**src/verilog/dcache_cfg_pkg.sv**
```systemverilog
// geometry of the write-through L1 data cache memory block
// read port count, ways, sets, banks and the derived field widths

`default_nettype none

package dcache_cfg_pkg;

  ////////////////////////////////////////////////////////////////////////////
  // ports and associativity
  ////////////////////////////////////////////////////////////////////////////

  localparam int unsigned NumRdPorts = 3;
  localparam int unsigned RdSelBits  = $clog2(NumRdPorts);
  localparam int unsigned NumWays    = 4;

  ////////////////////////////////////////////////////////////////////////////
  // word and line layout
  ////////////////////////////////////////////////////////////////////////////

  localparam int unsigned XlenBits      = 32;
  localparam int unsigned WordBytes     = XlenBits / 8;
  localparam int unsigned WordAlignBits = $clog2(WordBytes);
  localparam int unsigned LineBits      = 128;
  localparam int unsigned LineBytes     = LineBits / 8;

  // one bank per word offset of the line
  localparam int unsigned NumBanks    = LineBits / XlenBits;
  localparam int unsigned BankSelBits = $clog2(NumBanks);
  localparam int unsigned OffsetBits  = $clog2(LineBytes);

  ////////////////////////////////////////////////////////////////////////////
  // address split
  ////////////////////////////////////////////////////////////////////////////

  localparam int unsigned IdxBits = 6;
  localparam int unsigned NumSets = 2 ** IdxBits;
  localparam int unsigned TagBits = 16;

endpackage

`default_nettype wire

```
**src/verilog/dcache_types_pkg.sv**
```systemverilog
// data types of the cache memory block
// address fields, words, byte enables and per-way vectors
// tag entry that the tag RAMs hold

`default_nettype none

package dcache_types_pkg;
  import dcache_cfg_pkg::*;

  // address fields
  typedef logic [TagBits-1:0]     tag_t;
  typedef logic [IdxBits-1:0]     idx_t;
  typedef logic [OffsetBits-1:0]  off_t;
  typedef logic [BankSelBits-1:0] bank_sel_t;

  // one word and its byte enables
  typedef logic [XlenBits-1:0]  word_t;
  typedef logic [WordBytes-1:0] word_be_t;

  // way vectors, a data bank row holds one word per way
  typedef logic [NumWays-1:0]         way_vec_t;
  typedef word_t [NumWays-1:0]        way_words_t;
  typedef word_be_t [NumWays-1:0]     way_be_t;

  // valid bit sits above the tag
  typedef struct packed {
    logic valid;
    tag_t tag;
  } tag_entry_t;

  typedef logic [RdSelBits-1:0] port_sel_t;

endpackage

`default_nettype wire

```
**src/verilog/dcache_bank_if.sv**
```systemverilog
// bundle of all data bank signals
// control side, RAM side and the read-only view of the bank outputs

`default_nettype none

interface dcache_bank_if;

  logic [dcache_cfg_pkg::NumBanks-1:0]                                req;
  logic [dcache_cfg_pkg::NumBanks-1:0]                                we;
  dcache_types_pkg::idx_t [dcache_cfg_pkg::NumBanks-1:0]              idx;
  dcache_types_pkg::way_be_t [dcache_cfg_pkg::NumBanks-1:0]           be;
  dcache_types_pkg::way_words_t [dcache_cfg_pkg::NumBanks-1:0]        wdata;
  dcache_types_pkg::way_words_t [dcache_cfg_pkg::NumBanks-1:0]        rdata;

  // request steering
  modport ctrl (
    output req, we, idx, be, wdata
  );

  // the bank RAMs
  modport ram (
    input  req, we, idx, be, wdata,
    output rdata
  );

  // readout mux only needs the bank outputs
  modport rd (
    input rdata
  );

endinterface

`default_nettype wire

```
**src/verilog/dcache_hit_select.sv**
```systemverilog
// lookup state of the read in flight
// tag compare per way, one-hot hit and word readout mux

`default_nettype none

module dcache_hit_select (
  input  logic                                                       clk_i,
  input  logic                                                       rst_ni,
  input  logic                                                       gnt_i,
  input  logic                                                       cl_write_i,
  input  dcache_types_pkg::off_t                                     lookup_off_i,
  input  dcache_types_pkg::port_sel_t                                sel_i,
  input  dcache_types_pkg::tag_t [dcache_cfg_pkg::NumRdPorts-1:0]    rd_tag_i,
  input  dcache_types_pkg::tag_entry_t [dcache_cfg_pkg::NumWays-1:0] tag_rdata_i,
  dcache_bank_if.rd                                                  bank,
  output dcache_types_pkg::way_vec_t                                 rd_vld_bits_o,
  output dcache_types_pkg::way_vec_t                                 rd_hit_oh_o,
  output dcache_types_pkg::word_t                                    rd_data_o
);

  import dcache_cfg_pkg::*;
  import dcache_types_pkg::*;

  port_sel_t sel_q;
  bank_sel_t bank_q;
  logic      cmp_en_q;

  always_ff @(posedge clk_i or negedge rst_ni) begin
    if (!rst_ni) begin
      sel_q    <= '0;
      bank_q   <= '0;
      cmp_en_q <= 1'b0;
    end else begin
      sel_q    <= sel_i;
      bank_q   <= lookup_off_i[OffsetBits-1:WordAlignBits];
      // no compare in the cycle after a line write
      cmp_en_q <= gnt_i & ~cl_write_i;
    end
  end

  // tag of the granted port arrives in this cycle
  always_comb begin
    for (int j = 0; j < NumWays; j++) begin
      rd_vld_bits_o[j] = tag_rdata_i[j].valid;
      rd_hit_oh_o[j]   = cmp_en_q & tag_rdata_i[j].valid
                         & (tag_rdata_i[j].tag == rd_tag_i[sel_q]);
    end
  end

  always_comb begin
    rd_data_o = '0;
    for (int j = 0; j < NumWays; j++) begin
      if (rd_hit_oh_o[j]) begin
        rd_data_o = bank.rdata[bank_q][j];
      end
    end
  end

endmodule

`default_nettype wire

```
**src/flat_wrapper.sv**
```systemverilog
// flat-port wrapper written by rule: the top's interface ports become plain ports
module dcache_hit_select_flat import dcache_cfg_pkg::*; import dcache_types_pkg::*;
  (clk_i, rst_ni, gnt_i, cl_write_i, lookup_off_i, sel_i, rd_tag_i, tag_rdata_i, rd_vld_bits_o, rd_hit_oh_o, rd_data_o, bank_rdata);
  dcache_bank_if bank_i ();
  input  logic clk_i;
  input  logic rst_ni;
  input  logic gnt_i;
  input  logic cl_write_i;
  input  dcache_types_pkg::off_t lookup_off_i;
  input  dcache_types_pkg::port_sel_t sel_i;
  input  dcache_types_pkg::tag_t [dcache_cfg_pkg::NumRdPorts-1:0] rd_tag_i;
  input  dcache_types_pkg::tag_entry_t [dcache_cfg_pkg::NumWays-1:0] tag_rdata_i;
  output dcache_types_pkg::way_vec_t rd_vld_bits_o;
  output dcache_types_pkg::way_vec_t rd_hit_oh_o;
  output dcache_types_pkg::word_t rd_data_o;
  input wire logic [$bits(bank_i.rdata)-1:0] bank_rdata;
  assign bank_i.rdata = bank_rdata;
  dcache_hit_select u_core (.clk_i(clk_i), .rst_ni(rst_ni), .gnt_i(gnt_i), .cl_write_i(cl_write_i), .lookup_off_i(lookup_off_i), .sel_i(sel_i), .rd_tag_i(rd_tag_i), .tag_rdata_i(tag_rdata_i), .bank(bank_i), .rd_vld_bits_o(rd_vld_bits_o), .rd_hit_oh_o(rd_hit_oh_o), .rd_data_o(rd_data_o));
endmodule
```
**config.mk**
```make
export PLATFORM = sky130hd
export DESIGN_NAME = dcache_hit_select_flat
export DESIGN_NICKNAME = d
export VERILOG_FILES = /design/src/verilog/dcache_cfg_pkg.sv /design/src/verilog/dcache_types_pkg.sv /design/src/verilog/dcache_bank_if.sv /design/src/verilog/dcache_hit_select.sv /design/src/flat_wrapper.sv
export SDC_FILE = /design/constraint.sdc
export NUM_CORES = 1
export LEC_CHECK = 0
export ABC_AREA = 1
export ABC_CLOCK_PERIOD_IN_PS = 2350
export BUFFER_PORTS_ARGS = -buffer_cell sky130_fd_sc_hd__buf_2
export CAP_MARGIN = 20
export CORE_AREA = 2 2 267 269
export DETAILED_ROUTE_END_ITERATION = 10
export DIE_AREA = 0 0 269 271
export GPL_TIMING_DRIVEN = 0
export PLACE_DENSITY = 0.3
export SYNTH_ARGS = -nofsm -noshare
export SYNTH_HDL_FRONTEND = slang
export SYNTH_SLANG_ARGS = --single-unit
```
**constraint.sdc**
```tcl
create_clock -name clk_i -period 2.35 [get_ports clk_i]
set_clock_uncertainty 0.1 [all_clocks]
set_input_delay 0.5875 -clock clk_i [delete_from_list [all_inputs] [get_ports clk_i]]
set_output_delay 0.5875 -clock clk_i [all_outputs]
set_load 0.1 [all_outputs]
```
[Word level (Yosys, flattened, before mapping)]
Index checks and enable logic that the tools add are counted.
Storage, ports and cells
  bits in read-only memories: 0
  latch bits: 0
  output and inout bits: 40
  register bits: 5
  memories kept: 0
  memory bits (writable): 0
Cells by class
  multiplexer cells: 8
  div/mod/pow operators: 0
  shift-type cells: 0
  reductions and logical operators: 0
  multipliers: 0
  eq/ne operators: 4
  add/subtract/negate cells: 0
  bitwise gates (word level): 10
  magnitude comparators: 2
Operator list (number)
  $bmux 128 s2: 1
  $mux 128: 1
  $mux 32: 4
  $eq 16x16->1: 4
  $bmux 16 s2: 1
  $mux 16: 1
  $and 1x1->1: 9
  $lt 2x3->1 const B: 2
  $not 1->1: 1

[Logic depth before layout (Yosys ltp)]
  depth in word-level cells: 8
  mapped depth: 18

[Least setup slack after synthesis]
No wires, ideal clock.
  kind: input-to-output
  start: input port rd_tag_i[18] (netlist bit)
  end: output port rd_data_o[22]
  data required time: 1662 ps
  buffers on the path: 1
  stages on the path: 10
  path slack: -1780 ps
  arrival time: 3442 ps
  cell sequence: or2_0 -> nand2_2 -> nand2_2 -> xor2_1 -> nor3_1 -> nand2_1 -> nor2_4 -> buf_4 -> nor2_1 -> a21oi_1
RTL lines
  start, declared: line flat_wrapper.sv:11  | input dcache_types_pkg::tag_t [dcache_cfg_pkg::NumRdPorts-1:0] rd_tag_i;
  $bmux 16 s2: line dcache_hit_select.sv:46  | & (tag_rdata_i[j].tag == rd_tag_i[sel_q]);
  $mux 16 (implied by the code): line dcache_hit_select.sv:46
  $eq 16x16->1: line dcache_hit_select.sv:46
  $and 1x1->1: line dcache_hit_select.sv:46
  via rd_hit_oh_o[3]: line flat_wrapper.sv:14  | output dcache_types_pkg::way_vec_t rd_hit_oh_o;
  $mux 32: line dcache_hit_select.sv:53  | if (rd_hit_oh_o[j]) begin
  end, declared: line flat_wrapper.sv:15  | output dcache_types_pkg::word_t rd_data_o;
The timed path passes the listed nets, and every way through them passes these cells. The select of a mux whose other input is x is not followed.

[Final worst setup path]
  start: register u_core.sel_q[0]
  end: output port rd_data_o[17]
On the way
  cells in the longest elaborated chain, start to end: 8
RTL lines
  start, declared: line dcache_hit_select.sv:24  | port_sel_t sel_q;
  start signal, assigned: line dcache_hit_select.sv:34  | sel_q <= sel_i;
  $bmux 16 s2 (*): line dcache_hit_select.sv:46
  $mux 16 (implied by the code) (*): line dcache_hit_select.sv:46
  $eq 16x16->1: line dcache_hit_select.sv:46
  $and 1x1->1: line dcache_hit_select.sv:46
  $mux 32 (3 in series): line dcache_hit_select.sv:53
  $mux 32 (*): line dcache_hit_select.sv:53
Mark *: on every way between the ends. The rest lies on a longest branch, timed or not. The select of a mux whose other input is x is not followed.

==> impl_metrics.xml <==
<?xml version="1.0" encoding="UTF-8"?>
<metrics>
  <group name="pwr">
    <metric name="cellPowerDensity" unit="nW/um2">177.4</metric>
    <metric name="total_power" unit="uW">2470</metric>
    <metric name="max_ir_drop_vdd" unit="uV">130.9</metric>
    <metric name="leakagePower" unit="uW">0.006641</metric>
  </group>
  <group name="setup_path">
    <metric name="critical_path.startpoint_type" unit="">flip-flop</metric>
    <metric name="critPathMostFrequentCell" unit="">sky130_fd_sc_hd__buf_12</metric>
    <metric name="critical_path_arrival" unit="ns">2.86</metric>
    <metric name="critical-path-max-stage-delay" unit="ns">0.39</metric>
    <metric name="critical_path_class" unit="">reg -&gt; out</metric>
    <metric name="endpoint_kind" unit="">output pin</metric>
    <metric name="cp_num_buf_inv" unit="">5</metric>
    <metric name="cp_data_required_time" unit="ns">1.66</metric>
    <metric name="cpMaxStageDelayCell" unit="">sky130_fd_sc_hd__dfrtp_1</metric>
    <metric name="critical_path.cell_chain" unit="">buf_12 &gt; nor2_8 &gt; clkbuf_16 &gt; nand2_2 &gt; nand2_4 &gt; nand2_1 &gt; a21oi_2 &gt; nand2_2 &gt; nor2_4 &gt; nand3_4 &gt; buf_12 &gt; buf_12 &gt; nor2_1 &gt; nor2_1 &gt; a21oi_4 &gt; buf_12</metric>
    <metric name="path_delay_family" unit="">simple AND/OR/NAND/NOR gates</metric>
    <metric name="cp_max_fo" unit="">10</metric>
  </group>
  <group name="finish">
    <metric name="final_layout_size_suffix_gt1_share" unit="%">48.79</metric>
    <metric name="fin_cells" unit="">3110</metric>
    <metric name="leading_cell_types_in_the_layout_fill_and_taps_excluded" unit="">sky130_fd_sc_hd__buf_2, sky130_fd_sc_hd__nor2_1, sky130_fd_sc_hd__o21ai_0</metric>
    <metric name="fillers" unit="">8250</metric>
    <metric name="finish.net_count" unit="">2791</metric>
    <metric name="area_delta_synth_final" unit="%">106.2</metric>
    <metric name="multiInputGateArea" unit="um2">6778</metric>
    <metric name="sequential_cell_area" unit="um2">127.6</metric>
    <metric name="utilization" unit="%">19.95</metric>
    <metric name="layout_commonest_cell" unit="">sky130_fd_sc_hd__buf_2</metric>
  </group>
  <group name="run">
    <metric name="max_cap_violations" unit="">0</metric>
  </group>
  <group name="synth">
    <metric name="syn-instance-count" unit="">1446</metric>
    <metric name="post_synthesis_share_of_cell_area_spent_on_full_adders_half_adders_and_majority_gates" unit="%">0</metric>
    <metric name="syn-cell-area" unit="um2">6754</metric>
    <metric name="share_of_flip_flops_with_an_asynchronous_set_or_reset" unit="%">100.0</metric>
    <metric name="synth.distinct_cells" unit="">34</metric>
    <metric name="postSynthAreaPerCell" unit="um2">4.671</metric>
    <metric name="synth.top_cell.area_share" unit="%">24.90</metric>
    <metric name="postSynth.topFlopCell" unit="">sky130_fd_sc_hd__dfrtp_1</metric>
    <metric name="synth-warning-count" unit="">0</metric>
    <metric name="synth-compound-area-share" unit="%">34.85</metric>
    <metric name="synthTopCellsByArea" unit="">sky130_fd_sc_hd__nor2_1, sky130_fd_sc_hd__o21ai_0, sky130_fd_sc_hd__o22ai_1</metric>
    <metric name="post-synth-top-area-cell" unit="">sky130_fd_sc_hd__nor2_1</metric>
    <metric name="yosys_register_bits" unit="">5</metric>
    <metric name="synth.area.mux_share" unit="%">0</metric>
    <metric name="synth_sequential_area_ratio" unit="%">1.853</metric>
    <metric name="synth_top_family_by_area" unit="">simple AND/OR/NAND/NOR gates</metric>
    <metric name="synth.net_count" unit="">2084</metric>
    <metric name="synth_enable_flop_cells" unit="">0</metric>
    <metric name="post_synth_and_or_nand_nor_area_fraction" unit="%">46.05</metric>
    <metric name="post_synth_xor_xnor_area" unit="%">2.334</metric>
  </group>
  <group name="clock_tree">
    <metric name="tritoncts" unit="">built</metric>
    <metric name="cts_h_tree_depth" unit="">1</metric>
    <metric name="cts_root_buf" unit="">sky130_fd_sc_hd__clkbuf_16</metric>
    <metric name="cts_buffers" unit="">3</metric>
    <metric name="clk_pin_slew" unit="ns">0.03</metric>
    <metric name="cts.sink_count" unit="">5</metric>
    <metric name="max_clock_buf_depth" unit="">2</metric>
    <metric name="cts_hold_repair.buffers" unit="">0</metric>
  </group>
  <group name="min_path">
    <metric name="hold_class" unit="">in -&gt; async</metric>
  </group>
  <group name="floorplan">
    <metric name="initial_utilization" unit="%">9.678</metric>
    <metric name="die_width" unit="um">269</metric>
    <metric name="floorplan.die.height" unit="um">271</metric>
    <metric name="dieArea" unit="um2">72900</metric>
    <metric name="fp-row-count" unit="">97</metric>
    <metric name="ios" unit="">678</metric>
    <metric name="fp.coreArea" unit="um2">69790</metric>
  </group>
  <group name="placed_design">
    <metric name="detailedPlace.worstSlack" unit="ns">-2.862</metric>
    <metric name="globalplace.congestion" unit="">0.9204</metric>
    <metric name="port_buffers" unit="">675</metric>
    <metric name="place.detailed.hpwl" unit="um">65370</metric>
    <metric name="placed_cells" unit="">3063</metric>
  </group>
  <group name="sta">
    <metric name="worstMarginPinSlew" unit="ns">0.7772</metric>
    <metric name="rsz0062_at_grt" unit="">yes</metric>
    <metric name="finalHoldViolCount" unit="">0</metric>
    <metric name="slew-limit-headroom" unit="%">48.19</metric>
    <metric name="max_freq" unit="GHz">0.2816</metric>
    <metric name="hold_slack" unit="ns">0.08122</metric>
    <metric name="slew_viol_final" unit="">0</metric>
    <metric name="setup_viol_count_final" unit="">36</metric>
    <metric name="timing.final.ws_setup" unit="ns">-1.201</metric>
    <metric name="final_period_minus_worst_setup_slack" unit="ns">3.551</metric>
    <metric name="post-route-period-util" unit="%">151.1</metric>
  </group>
  <group name="routing">
    <metric name="antenna_left" unit="">0</metric>
    <metric name="detail_route.first_pass.iterations" unit="">5</metric>
    <metric name="via_count" unit="">12930</metric>
    <metric name="avgRoutedWirePerCell" unit="um">24.09</metric>
    <metric name="post-route-drc-count" unit="">0</metric>
    <metric name="avgViaCountPerCell" unit="">4.158</metric>
    <metric name="drtIter0Drc" unit="">656</metric>
    <metric name="wl" unit="um">74940</metric>
  </group>
  <group name="global_routing">
    <metric name="first_pass_grt_wire_length" unit="um">99140</metric>
    <metric name="grt_start_max_net_pins" unit="">11</metric>
    <metric name="grt_pass1_vias" unit="">13540</metric>
    <metric name="number_of_antenna_violations_at_the_first_check_in_global_routing" unit="">35</metric>
    <metric name="grt-ovfl-total" unit="">0</metric>
    <metric name="aggregate_global_route_resource_usage" unit="%">19.19</metric>
  </group>
  <group name="outcome">
    <metric name="failed_checks" unit="">negative setup slack</metric>
    <metric name="result_of_the_run" unit="">finished with violations</metric>
  </group>
</metrics>
## area by class of cell
| type | instances | area share [%] |
|---|---|---|
| sequential | 5 | 0.9165 |
| buffer | 121 | 6.748 |
| multi-input combinational | 1204 | 48.67 |
| inverter | 116 | 3.244 |
| antenna | 18 | 0.3235 |
| clock buffer | 4 | 0.5661 |
| tap | 940 | 8.446 |
| timing repair buffer | 702 | 31.08 |
## Yosys cell counts (6+ instances only)
master and number:
sky130_fd_sc_hd__nand4_1 32, sky130_fd_sc_hd__buf_2 17, sky130_fd_sc_hd__o21ai_0 260, sky130_fd_sc_hd__a21oi_1 36
sky130_fd_sc_hd__nor2_1 448, sky130_fd_sc_hd__buf_4 16, sky130_fd_sc_hd__o21ai_1 6, sky130_fd_sc_hd__o22ai_1 131
sky130_fd_sc_hd__nand2_1 189, sky130_fd_sc_hd__clkbuf_1 78, sky130_fd_sc_hd__nand2_2 21, sky130_fd_sc_hd__xor2_1 13
sky130_fd_sc_hd__inv_1 110, sky130_fd_sc_hd__nand3_1 40, sky130_fd_sc_hd__nand3_2 8
## per-stage QoR
stage | cell area (um2) | TNS (ns)
CTS | 13370 | -41.52
detailed placement | 11870 | -81.27
finish | 13920 | -39.61
global placement | 11840 | -85.91
global route | 13910 | -43.75
floorplan | 7289 | -22.98
## worst paths after layout
check,cells past startpoint,endpoint,from,slack [ns]
max,16,rd_data_o[17],u_core.sel_q[0]$_DFF_PN0_,-1.20
min,1,u_core.cmp_en_q$_DFF_PN0_,rst_ni,0.08
max in group asynchronous,1,u_core.sel_q[1]$_DFF_PN0_,rst_ni,1.91
min in group clk_i,1,u_core.bank_q[0]$_DFF_PN0_,lookup_off_i[2],0.37
## registers in the layout, indices dropped and copies added, names as in the netlist
| register | count |
|---|---|
| u_core.bank_q | 2 |
| u_core.sel_q | 2 |
| u_core.cmp_en_q | 1 |
## power breakdown
part	internal, uW	total [uW]	switching [uW]
logic	828	2090	1260
registers	91.3	101	9.17
clock network	225	284	58.5
## repair_timing
item,CTS,global route
pin swaps,27,59
gates resized for setup,365,111
setup buffers,15,4
endpoints found under the hold margin,0,0
endpoints found under the setup margin,36,36
cloned,1,5
## cell families after synthesis
logic type	after synthesis
xor+xnor	18
simple gates	750
buf+inv	237
flops	5
compound gates	436
## layer usage
layer	share of wire, %	global-route usage, %	vias to the layer above
met2	50	34.51	558
met3	6.6	4.150	86
li1	-	-	6245
met5	0.18	0	-
met1	41	22.87	6019
met4	2.3	4.635	24
No activity file was read; power rests on OpenSTA's default activity.
