$ cat src/verilog/dcache_cfg_pkg.sv
// geometry of the write-through L1 data cache memory block
// read port count, ways, sets, banks and the derived field widths

`default_nettype none

package dcache_cfg_pkg;

  ////////////////////////////////////////////////////////////////////////////
  // ports and associativity
  ////////////////////////////////////////////////////////////////////////////

  localparam int unsigned NumRdPorts = 3;
  localparam int unsigned RdSelBits  = $clog2(NumRdPorts);
  localparam int unsigned NumWays    = 4;

  ////////////////////////////////////////////////////////////////////////////
  // word and line layout
  ////////////////////////////////////////////////////////////////////////////

  localparam int unsigned XlenBits      = 32;
  localparam int unsigned WordBytes     = XlenBits / 8;
  localparam int unsigned WordAlignBits = $clog2(WordBytes);
  localparam int unsigned LineBits      = 128;
  localparam int unsigned LineBytes     = LineBits / 8;

  // one bank per word offset of the line
  localparam int unsigned NumBanks    = LineBits / XlenBits;
  localparam int unsigned BankSelBits = $clog2(NumBanks);
  localparam int unsigned OffsetBits  = $clog2(LineBytes);

  ////////////////////////////////////////////////////////////////////////////
  // address split
  ////////////////////////////////////////////////////////////////////////////

  localparam int unsigned IdxBits = 6;
  localparam int unsigned NumSets = 2 ** IdxBits;
  localparam int unsigned TagBits = 16;

endpackage

`default_nettype wire

$ cat src/verilog/dcache_types_pkg.sv
// data types of the cache memory block
// address fields, words, byte enables and per-way vectors
// tag entry that the tag RAMs hold

`default_nettype none

package dcache_types_pkg;
  import dcache_cfg_pkg::*;

  // address fields
  typedef logic [TagBits-1:0]     tag_t;
  typedef logic [IdxBits-1:0]     idx_t;
  typedef logic [OffsetBits-1:0]  off_t;
  typedef logic [BankSelBits-1:0] bank_sel_t;

  // one word and its byte enables
  typedef logic [XlenBits-1:0]  word_t;
  typedef logic [WordBytes-1:0] word_be_t;

  // way vectors, a data bank row holds one word per way
  typedef logic [NumWays-1:0]         way_vec_t;
  typedef word_t [NumWays-1:0]        way_words_t;
  typedef word_be_t [NumWays-1:0]     way_be_t;

  // valid bit sits above the tag
  typedef struct packed {
    logic valid;
    tag_t tag;
  } tag_entry_t;

  typedef logic [RdSelBits-1:0] port_sel_t;

endpackage

`default_nettype wire

$ cat src/verilog/dcache_bank_if.sv
// bundle of all data bank signals
// control side, RAM side and the read-only view of the bank outputs

`default_nettype none

interface dcache_bank_if;

  logic [dcache_cfg_pkg::NumBanks-1:0]                                req;
  logic [dcache_cfg_pkg::NumBanks-1:0]                                we;
  dcache_types_pkg::idx_t [dcache_cfg_pkg::NumBanks-1:0]              idx;
  dcache_types_pkg::way_be_t [dcache_cfg_pkg::NumBanks-1:0]           be;
  dcache_types_pkg::way_words_t [dcache_cfg_pkg::NumBanks-1:0]        wdata;
  dcache_types_pkg::way_words_t [dcache_cfg_pkg::NumBanks-1:0]        rdata;

  // request steering
  modport ctrl (
    output req, we, idx, be, wdata
  );

  // the bank RAMs
  modport ram (
    input  req, we, idx, be, wdata,
    output rdata
  );

  // readout mux only needs the bank outputs
  modport rd (
    input rdata
  );

endinterface

`default_nettype wire

$ cat src/verilog/dcache_bank_ctrl.sv
// bank and tag RAM request steering
// line writes, word writes and read lookups, word write collision test

`default_nettype none

module dcache_bank_ctrl (
  input  logic                                                   gnt_i,
  input  dcache_types_pkg::port_sel_t                            sel_i,
  input  dcache_types_pkg::idx_t [dcache_cfg_pkg::NumRdPorts-1:0] rd_idx_i,
  input  dcache_types_pkg::off_t [dcache_cfg_pkg::NumRdPorts-1:0] rd_off_i,
  input  logic [dcache_cfg_pkg::NumRdPorts-1:0]                  rd_tag_only_i,
  input  logic                                                   wr_cl_vld_i,
  input  dcache_types_pkg::way_vec_t                             wr_cl_we_i,
  input  dcache_types_pkg::tag_t                                 wr_cl_tag_i,
  input  dcache_types_pkg::idx_t                                 wr_cl_idx_i,
  input  dcache_types_pkg::off_t                                 wr_cl_off_i,
  input  logic [dcache_cfg_pkg::LineBits-1:0]                    wr_cl_data_i,
  input  logic [dcache_cfg_pkg::LineBytes-1:0]                   wr_cl_be_i,
  input  dcache_types_pkg::way_vec_t                             wr_vld_bits_i,
  input  dcache_types_pkg::way_vec_t                             wr_req_i,
  input  dcache_types_pkg::idx_t                                 wr_idx_i,
  input  dcache_types_pkg::off_t                                 wr_off_i,
  input  dcache_types_pkg::word_t                                wr_data_i,
  input  dcache_types_pkg::word_be_t                             wr_be_i,
  output logic                                                   wr_ack_o,
  output dcache_types_pkg::way_vec_t                             tag_req_o,
  output dcache_types_pkg::idx_t                                 tag_idx_o,
  output dcache_types_pkg::tag_entry_t [dcache_cfg_pkg::NumWays-1:0] tag_wdata_o,
  output dcache_types_pkg::off_t                                 lookup_off_o,
  dcache_bank_if.ctrl                                            bank
);

  import dcache_cfg_pkg::*;
  import dcache_types_pkg::*;

  bank_sel_t rd_bank;
  bank_sel_t wr_bank;
  logic      rd_data;

  assign rd_bank = rd_off_i[sel_i][OffsetBits-1:WordAlignBits];
  assign wr_bank = wr_off_i[OffsetBits-1:WordAlignBits];
  assign rd_data = gnt_i & ~rd_tag_only_i[sel_i];

  // word write loses only to a data read of the same bank
  assign wr_ack_o = ~wr_cl_vld_i & (|wr_req_i) & ~(rd_data && (rd_bank == wr_bank));

  ////////////////////////////////////////////////////////////////////////////
  // tag RAMs
  ////////////////////////////////////////////////////////////////////////////

  assign tag_req_o    = wr_cl_vld_i ? wr_cl_we_i : {NumWays{gnt_i}};
  assign tag_idx_o    = wr_cl_vld_i ? wr_cl_idx_i : rd_idx_i[sel_i];
  assign lookup_off_o = wr_cl_vld_i ? wr_cl_off_i : rd_off_i[sel_i];

  always_comb begin
    for (int j = 0; j < NumWays; j++) begin
      tag_wdata_o[j].valid = wr_vld_bits_i[j];
      tag_wdata_o[j].tag   = wr_cl_tag_i;
    end
  end

  ////////////////////////////////////////////////////////////////////////////
  // data banks
  ////////////////////////////////////////////////////////////////////////////

  always_comb begin
    bank.req   = '0;
    bank.we    = '0;
    bank.idx   = {NumBanks{wr_idx_i}};
    bank.be    = '0;
    bank.wdata = {(NumBanks * NumWays){wr_data_i}};
    if (wr_cl_vld_i) begin
      // full line, each bank takes its word slice
      bank.req = '1;
      bank.we  = '1;
      bank.idx = {NumBanks{wr_cl_idx_i}};
      for (int k = 0; k < NumBanks; k++) begin
        for (int j = 0; j < NumWays; j++) begin
          bank.wdata[k][j] = wr_cl_data_i[k*XlenBits +: XlenBits];
          bank.be[k][j]    = wr_cl_we_i[j] ? wr_cl_be_i[k*WordBytes +: WordBytes] : '0;
        end
      end
    end else begin
      if (rd_data) begin
        bank.req[rd_bank] = 1'b1;
        bank.idx[rd_bank] = rd_idx_i[sel_i];
      end
      if (wr_ack_o) begin
        bank.req[wr_bank] = 1'b1;
        bank.we[wr_bank]  = 1'b1;
        for (int j = 0; j < NumWays; j++) begin
          bank.be[wr_bank][j] = wr_req_i[j] ? wr_be_i : '0;
        end
      end
    end
  end

endmodule

`default_nettype wire

$ cat src/flat_wrapper.sv
// flat-port wrapper written by rule: the top's interface ports become plain ports
module dcache_bank_ctrl_flat import dcache_cfg_pkg::*; import dcache_types_pkg::*;
  (gnt_i, sel_i, rd_idx_i, rd_off_i, rd_tag_only_i, wr_cl_vld_i, wr_cl_we_i, wr_cl_tag_i, wr_cl_idx_i, wr_cl_off_i, wr_cl_data_i, wr_cl_be_i, wr_vld_bits_i, wr_req_i, wr_idx_i, wr_off_i, wr_data_i, wr_be_i, wr_ack_o, tag_req_o, tag_idx_o, tag_wdata_o, lookup_off_o, bank_req, bank_we, bank_idx, bank_be, bank_wdata);
  dcache_bank_if bank_i ();
  input  logic gnt_i;
  input  dcache_types_pkg::port_sel_t sel_i;
  input  dcache_types_pkg::idx_t [dcache_cfg_pkg::NumRdPorts-1:0] rd_idx_i;
  input  dcache_types_pkg::off_t [dcache_cfg_pkg::NumRdPorts-1:0] rd_off_i;
  input  logic [dcache_cfg_pkg::NumRdPorts-1:0] rd_tag_only_i;
  input  logic wr_cl_vld_i;
  input  dcache_types_pkg::way_vec_t wr_cl_we_i;
  input  dcache_types_pkg::tag_t wr_cl_tag_i;
  input  dcache_types_pkg::idx_t wr_cl_idx_i;
  input  dcache_types_pkg::off_t wr_cl_off_i;
  input  logic [dcache_cfg_pkg::LineBits-1:0] wr_cl_data_i;
  input  logic [dcache_cfg_pkg::LineBytes-1:0] wr_cl_be_i;
  input  dcache_types_pkg::way_vec_t wr_vld_bits_i;
  input  dcache_types_pkg::way_vec_t wr_req_i;
  input  dcache_types_pkg::idx_t wr_idx_i;
  input  dcache_types_pkg::off_t wr_off_i;
  input  dcache_types_pkg::word_t wr_data_i;
  input  dcache_types_pkg::word_be_t wr_be_i;
  output logic wr_ack_o;
  output dcache_types_pkg::way_vec_t tag_req_o;
  output dcache_types_pkg::idx_t tag_idx_o;
  output dcache_types_pkg::tag_entry_t [dcache_cfg_pkg::NumWays-1:0] tag_wdata_o;
  output dcache_types_pkg::off_t lookup_off_o;
  output wire logic [$bits(bank_i.req)-1:0] bank_req;
  output wire logic [$bits(bank_i.we)-1:0] bank_we;
  output wire logic [$bits(bank_i.idx)-1:0] bank_idx;
  output wire logic [$bits(bank_i.be)-1:0] bank_be;
  output wire logic [$bits(bank_i.wdata)-1:0] bank_wdata;
  assign bank_req = bank_i.req;
  assign bank_we = bank_i.we;
  assign bank_idx = bank_i.idx;
  assign bank_be = bank_i.be;
  assign bank_wdata = bank_i.wdata;
  dcache_bank_ctrl u_core (.gnt_i(gnt_i), .sel_i(sel_i), .rd_idx_i(rd_idx_i), .rd_off_i(rd_off_i), .rd_tag_only_i(rd_tag_only_i), .wr_cl_vld_i(wr_cl_vld_i), .wr_cl_we_i(wr_cl_we_i), .wr_cl_tag_i(wr_cl_tag_i), .wr_cl_idx_i(wr_cl_idx_i), .wr_cl_off_i(wr_cl_off_i), .wr_cl_data_i(wr_cl_data_i), .wr_cl_be_i(wr_cl_be_i), .wr_vld_bits_i(wr_vld_bits_i), .wr_req_i(wr_req_i), .wr_idx_i(wr_idx_i), .wr_off_i(wr_off_i), .wr_data_i(wr_data_i), .wr_be_i(wr_be_i), .wr_ack_o(wr_ack_o), .tag_req_o(tag_req_o), .tag_idx_o(tag_idx_o), .tag_wdata_o(tag_wdata_o), .lookup_off_o(lookup_off_o), .bank(bank_i));
endmodule
$ cat config.mk
export PLATFORM = sky130hd
export DESIGN_NAME = dcache_bank_ctrl_flat
export DESIGN_NICKNAME = d
export VERILOG_FILES = /design/src/verilog/dcache_cfg_pkg.sv /design/src/verilog/dcache_types_pkg.sv /design/src/verilog/dcache_bank_if.sv /design/src/verilog/dcache_bank_ctrl.sv /design/src/flat_wrapper.sv
export SDC_FILE = /design/constraint.sdc
export NUM_CORES = 1
export LEC_CHECK = 0
export BUFFER_PORTS_ARGS = -buffer_cell sky130_fd_sc_hd__buf_2
export CORE_AREA = 2 2 376 378
export DETAILED_ROUTE_END_ITERATION = 6
export DIE_AREA = 0 0 378 380
export PLACE_DENSITY_LB_ADDON = 0.25
export SYNTH_ARGS = -nofsm -noshare
export SYNTH_HDL_FRONTEND = slang
export SYNTH_SLANG_ARGS = --single-unit
$ cat constraint.sdc
create_clock -name vclk -period 4.7
set_clock_uncertainty 0.1 [all_clocks]
set_input_delay 0.94 -clock vclk [all_inputs]
set_output_delay 0.94 -clock vclk [all_outputs]
set_load 0.05 [all_outputs]
Yosys cells after proc, flatten, opt, wreduce, memory -nomap -nowiden

Cells that the tools add are included.

Register bits: 0
ROM bits: 0
Memory bits (writable): 0
Memories kept: 0
Latch bits: 0
Input port bits: 265

Shift-type cells: 0
Eq/ne operators: 1
Div/mod/pow operators: 0
Bitwise logic cells: 8
Reduce and logical (&&, ||, !) cells: 4
Add/sub/neg operators: 0
Mux-type cells: 58
Multiply operators: 0
Magnitude comparators: 5

Operators by type and width:

| kind                 | number |
|---|---|
| $mux W512            | 1 |
| $bwmux W64           | 3 |
| $demux W16 S2        | 4 |
| $mux W64             | 2 |
| $mux W4              | 30 |
| $and A64 B64 Y64     | 1 |
| $mux W24             | 2 |
| $bwmux W24           | 1 |
| $mux W6              | 3 |
| $mux W16             | 1 |
| $bmux W6 S2          | 1 |
| $demux W6 S2         | 1 |
| $mux W12             | 1 |
| $lt A2 B3 Y1 const B | 3 |
| $bmux W4 S2          | 1 |
| $mux W8              | 1 |
| $demux W1 S2         | 2 |
| $ge A2 B1 Y1 const B | 2 |
| $or A4 B4 Y4         | 1 |
| $reduce_or A4 Y1     | 1 |
| $and A1 B1 Y1        | 3 |
| $logic_and A1 B1 Y1  | 3 |
| $mux W1              | 3 |
| $not A1 Y1           | 3 |
| 2 further kinds      | 2 |

Depth between registers and ports, before layout

Depth after elaboration: 11
Gate-level depth with buffers: 8

Worst setup path after synthesis

Ideal clock, no wire load.

Kind: input port to output port
From: input port sel_i[0]
To: output port bank_idx[22]
Setup slack: 0.481 ns
Data arrival time: 3.179 ns
Stages: 8
Path buffers: 4
Path through: buf_6 > nor2b_4 > buf_6 > o2bb2ai_4 > buf_12 > buf_8 > a31oi_1 > o31ai_1

Longest elaborated chain between the ends: 9
Elaborated cells between the ends (all ways): 16
Classes of those cells: order compare: 2; mux: 11; bitwise: 2; reduce/logical: 1

RTL lines:

| element                                                            | line                   | source |
|---|---|---|
| start, declared                                                    | flat_wrapper.sv:6      | `input dcache_types_pkg::port_sel_t sel_i;` |
| $bmux W4 S2                                                        | dcache_bank_ctrl.sv:40 | `assign rd_bank = rd_off_i[sel_i][OffsetBits-1:WordAlignBits];` |
| $mux W4 (implied by the code)                                      | dcache_bank_ctrl.sv:40 |  |
| $lt A2 B3 Y1 (implied by the code) or $ge A2 B1 Y1 (tied branches) | dcache_bank_ctrl.sv:86 | `bank.idx[rd_bank] = rd_idx_i[sel_i];` |
| $logic_and A1 B1 Y1 (implied by the code)                          | dcache_bank_ctrl.sv:86 |  |
| $mux W6 (implied by the code)                                      | dcache_bank_ctrl.sv:86 |  |
| $demux W6 S2                                                       | -                      |  |
| $bwmux W24                                                         | dcache_bank_ctrl.sv:86 |  |
| $mux W24 *                                                         | dcache_bank_ctrl.sv:84 | `if (rd_data) begin` |
| $mux W24 *                                                         | dcache_bank_ctrl.sv:72 | `if (wr_cl_vld_i) begin` |
| end, declared                                                      | flat_wrapper.sv:30     | `output wire logic [$bits(bank_i.idx)-1:0] bank_idx;` |

Every way passes the cells marked *; elsewhere a longest branch is shown, timed or not. The select of a mux whose other input is x is not followed.

Worst setup path in the final report

From: input port sel_i[1]
To: output port bank_be[8]

Longest elaborated chain between the ends: 9
Elaborated cells between the ends (all ways): 12
Classes of those cells: eq/ne: 1; mux: 6; bitwise: 4; reduce/logical: 1

RTL lines:

| element                       | line                   | source |
|---|---|---|
| $bmux W1 S2                   | dcache_bank_ctrl.sv:42 | `assign rd_data = gnt_i & ~rd_tag_only_i[sel_i];` |
| $mux W1 (implied by the code) | dcache_bank_ctrl.sv:42 |  |
| $not A1 Y1                    | dcache_bank_ctrl.sv:42 |  |
| $and A1 B1 Y1                 | dcache_bank_ctrl.sv:42 |  |
| $logic_and A1 B1 Y1 *         | dcache_bank_ctrl.sv:45 | `assign wr_ack_o = ~wr_cl_vld_i & (\|wr_req_i) & ~(rd_data && (rd_bank == wr_bank));` |
| $not A1 Y1 *                  | dcache_bank_ctrl.sv:45 |  |
| $and A1 B1 Y1 *               | dcache_bank_ctrl.sv:45 |  |
| $mux W64 *                    | dcache_bank_ctrl.sv:88 | `if (wr_ack_o) begin` |
| $mux W64 *                    | dcache_bank_ctrl.sv:72 |  |
| end, declared                 | flat_wrapper.sv:31     | `output wire logic [$bits(bank_i.be)-1:0] bank_be;` |

Marks and branches as above.

==> impl_metrics.ini <==
[worst_setup_path]
path_max_fanout = 17
start_kind = primary input
setup.worst_path.class = primary input to output pin
cp_slowest_cell = o31ai_4
slowest_delay_ns = 1.00
cp.required_ns = 3.66
crit_chain = buf_2 -> mux2i_4 -> o2bb2ai_4 -> o31ai_4 -> o21ai_1 -> buf_2
cp_common_cell = buf_2
cp.arrival_ns = 3.31
end_kind = output pin

[global_routing]
grt_overflow = 0
grt_pass1_vias = 7600
grtUsageTotal_pct = 8.177
grt_pass1_wl_um = 77830
grt_max_degree = 57
antenna_found_initial = 49

[cells_and_area]
layout-drive-gt1-share_pct = 63.41
syn_to_final_growth_pct = 47.39
final_util_pct = 7.311
register_area_um2 = 0
layout_common_cells = buf_2, nand2_1, o21ai_1, nand2b_1
seq_cells = 0
clkbuf_count = 0
nets = 1743
fill_cells = 16760
final_common_cell = buf_2

[timing]
slew_violations = 0
fin_crit_sh_pct = 92.64
timing.fmax_ghz = 0.2297
final_hold_viol_count = 0
worstMarginPinSlew_ns = 1.139
rsz0062_at_grt = no
holdWs_ns = 1.780
setup-tns-final_ns = 0
relSlewSlack_pct = 24.03
finalSetupViolations = 0
final.min_clock_period_ns = 4.354

[logic_synthesis]
yosysUniqueCellTypes = 34
syn_inst = 1089
synthTopCellsByArea = buf_4, nand2_1, nand2b_1
postSynthAreaPerCell_um2 = 6.340
syn_area_mm2 = 0.006904
synth.top_cell.area_share_pct = 49.69
syn_nets = 1354
yosysSeqAreaShare_pct = 0
yosysTopAreaCell = buf_4
yosysWarningCount = 0

[clocking]
postCtsHoldBufs = 0
cts_setup_buffers = 0
postCtsResizedCells = 0

[flow_run]
drv_cap = 0

[route]
routed_via_density = 2.577
drc = 0
drt_wl_total_um = 64300
ant_nets = 0
wl_per_cell_um = 19.14
num_vias = 8660
firstDrtPassIters = 5
drtIter0Drc = 494

[die]
io_pins = 956
core_mm2 = 0.1392
rows = 137
start_util_pct = 4.960
die_area_mm2 = 0.1436
die_height_um = 380
die_w_um = 378

[run_status]
status = complete, no violations

[placed_design]
place_hpwl_um = 59350
port_buffers = 866
gp_congestion = 0.8796

[worst_hold_path]
hold_class = primary input to output pin

[power]
power.density_mw_per_mm2 = 258.1
ir_drop_uv = 121.3
p_total_mw = 2.627
leakagePower_nw = 5.299
-- cells by family after synthesis --
kind of cell	after synthesis	synth area share [%]
XOR/XNOR	2	0.2538
buffers and inverters	510	54.91
AND/OR/NAND/NOR	421	25.77
multiplexers	19	3.443
AO/OA/AOI/OAI	137	15.62
-- final timing paths --
kind | depth (start not counted) | slack [ns] | start | endpoint
worst max-delay path | 6 | 0.35 | sel_i[1] | bank_be[8]
worst min-delay path | 0 | 1.78 | wr_cl_tag_i[14] | tag_wdata_o[65]
-- power breakdown --
| group | switching [mW] | leakage [nW] | internal [mW] |
|---|---|---|---|
| registers | 0 | 0 | 0 |
| logic | 2.15 | 5.30 | 0.475 |
| clock network | 0 | 0.0000492 | 0.0000000206 |
| total | 2.15 | 5.30 | 0.475 |
-- metrics by stage --
step | setup slack (ns) | std cells | cell area, µm²
floorplan | 0.4814 | 1089 | 6904
global placement | 0.3251 | 3352 | 10160
detailed placement | 0.2883 | 3352 | 10160
CTS | 0.2829 | 3352 | 10160
global route | 0.2291 | 3352 | 10160
finish | 0.3461 | 3360 | 10180
-- per-layer routing --
layer | track usage (%) | vias up | routed length, µm
li1 | - | 3858 | -
met1 | 10.75 | 4075 | 27090
met2 | 14.09 | 663 | 30840
met3 | 1.731 | 64 | 5493
met4 | 0.6935 | 0 | 878
met5 | 0 | - | 0
-- critical path: cells and delay by family --
kind | cells | cell delay [ns]
AO/OA/AOI/OAI | 3 | 1.42
buffers and inverters | 2 | 0.56
multiplexers | 1 | 0.36
-- final cells by class --
type	count	area, µm²	share of cell area, %
timing repair buffer	895	4688	46.07
tap	1876	2347	23.07
antenna	8	20.02	0.1967
inverter	2	7.507	0.07377
multi-input combinational	579	3113	30.59
-- cells in the mapped netlist, types with 8 or more instances --
cell      count
nor4_1       26
buf_4       457
buf_6        11
o21ai_1      45
nand2_1     344
mux2_2        8
nand2b_1     41
o31ai_1      24
clkbuf_1     29
a31oi_1      24
mux2i_1       8
o21ai_2      19
Note: power is estimated with default switching activity, not from simulation.
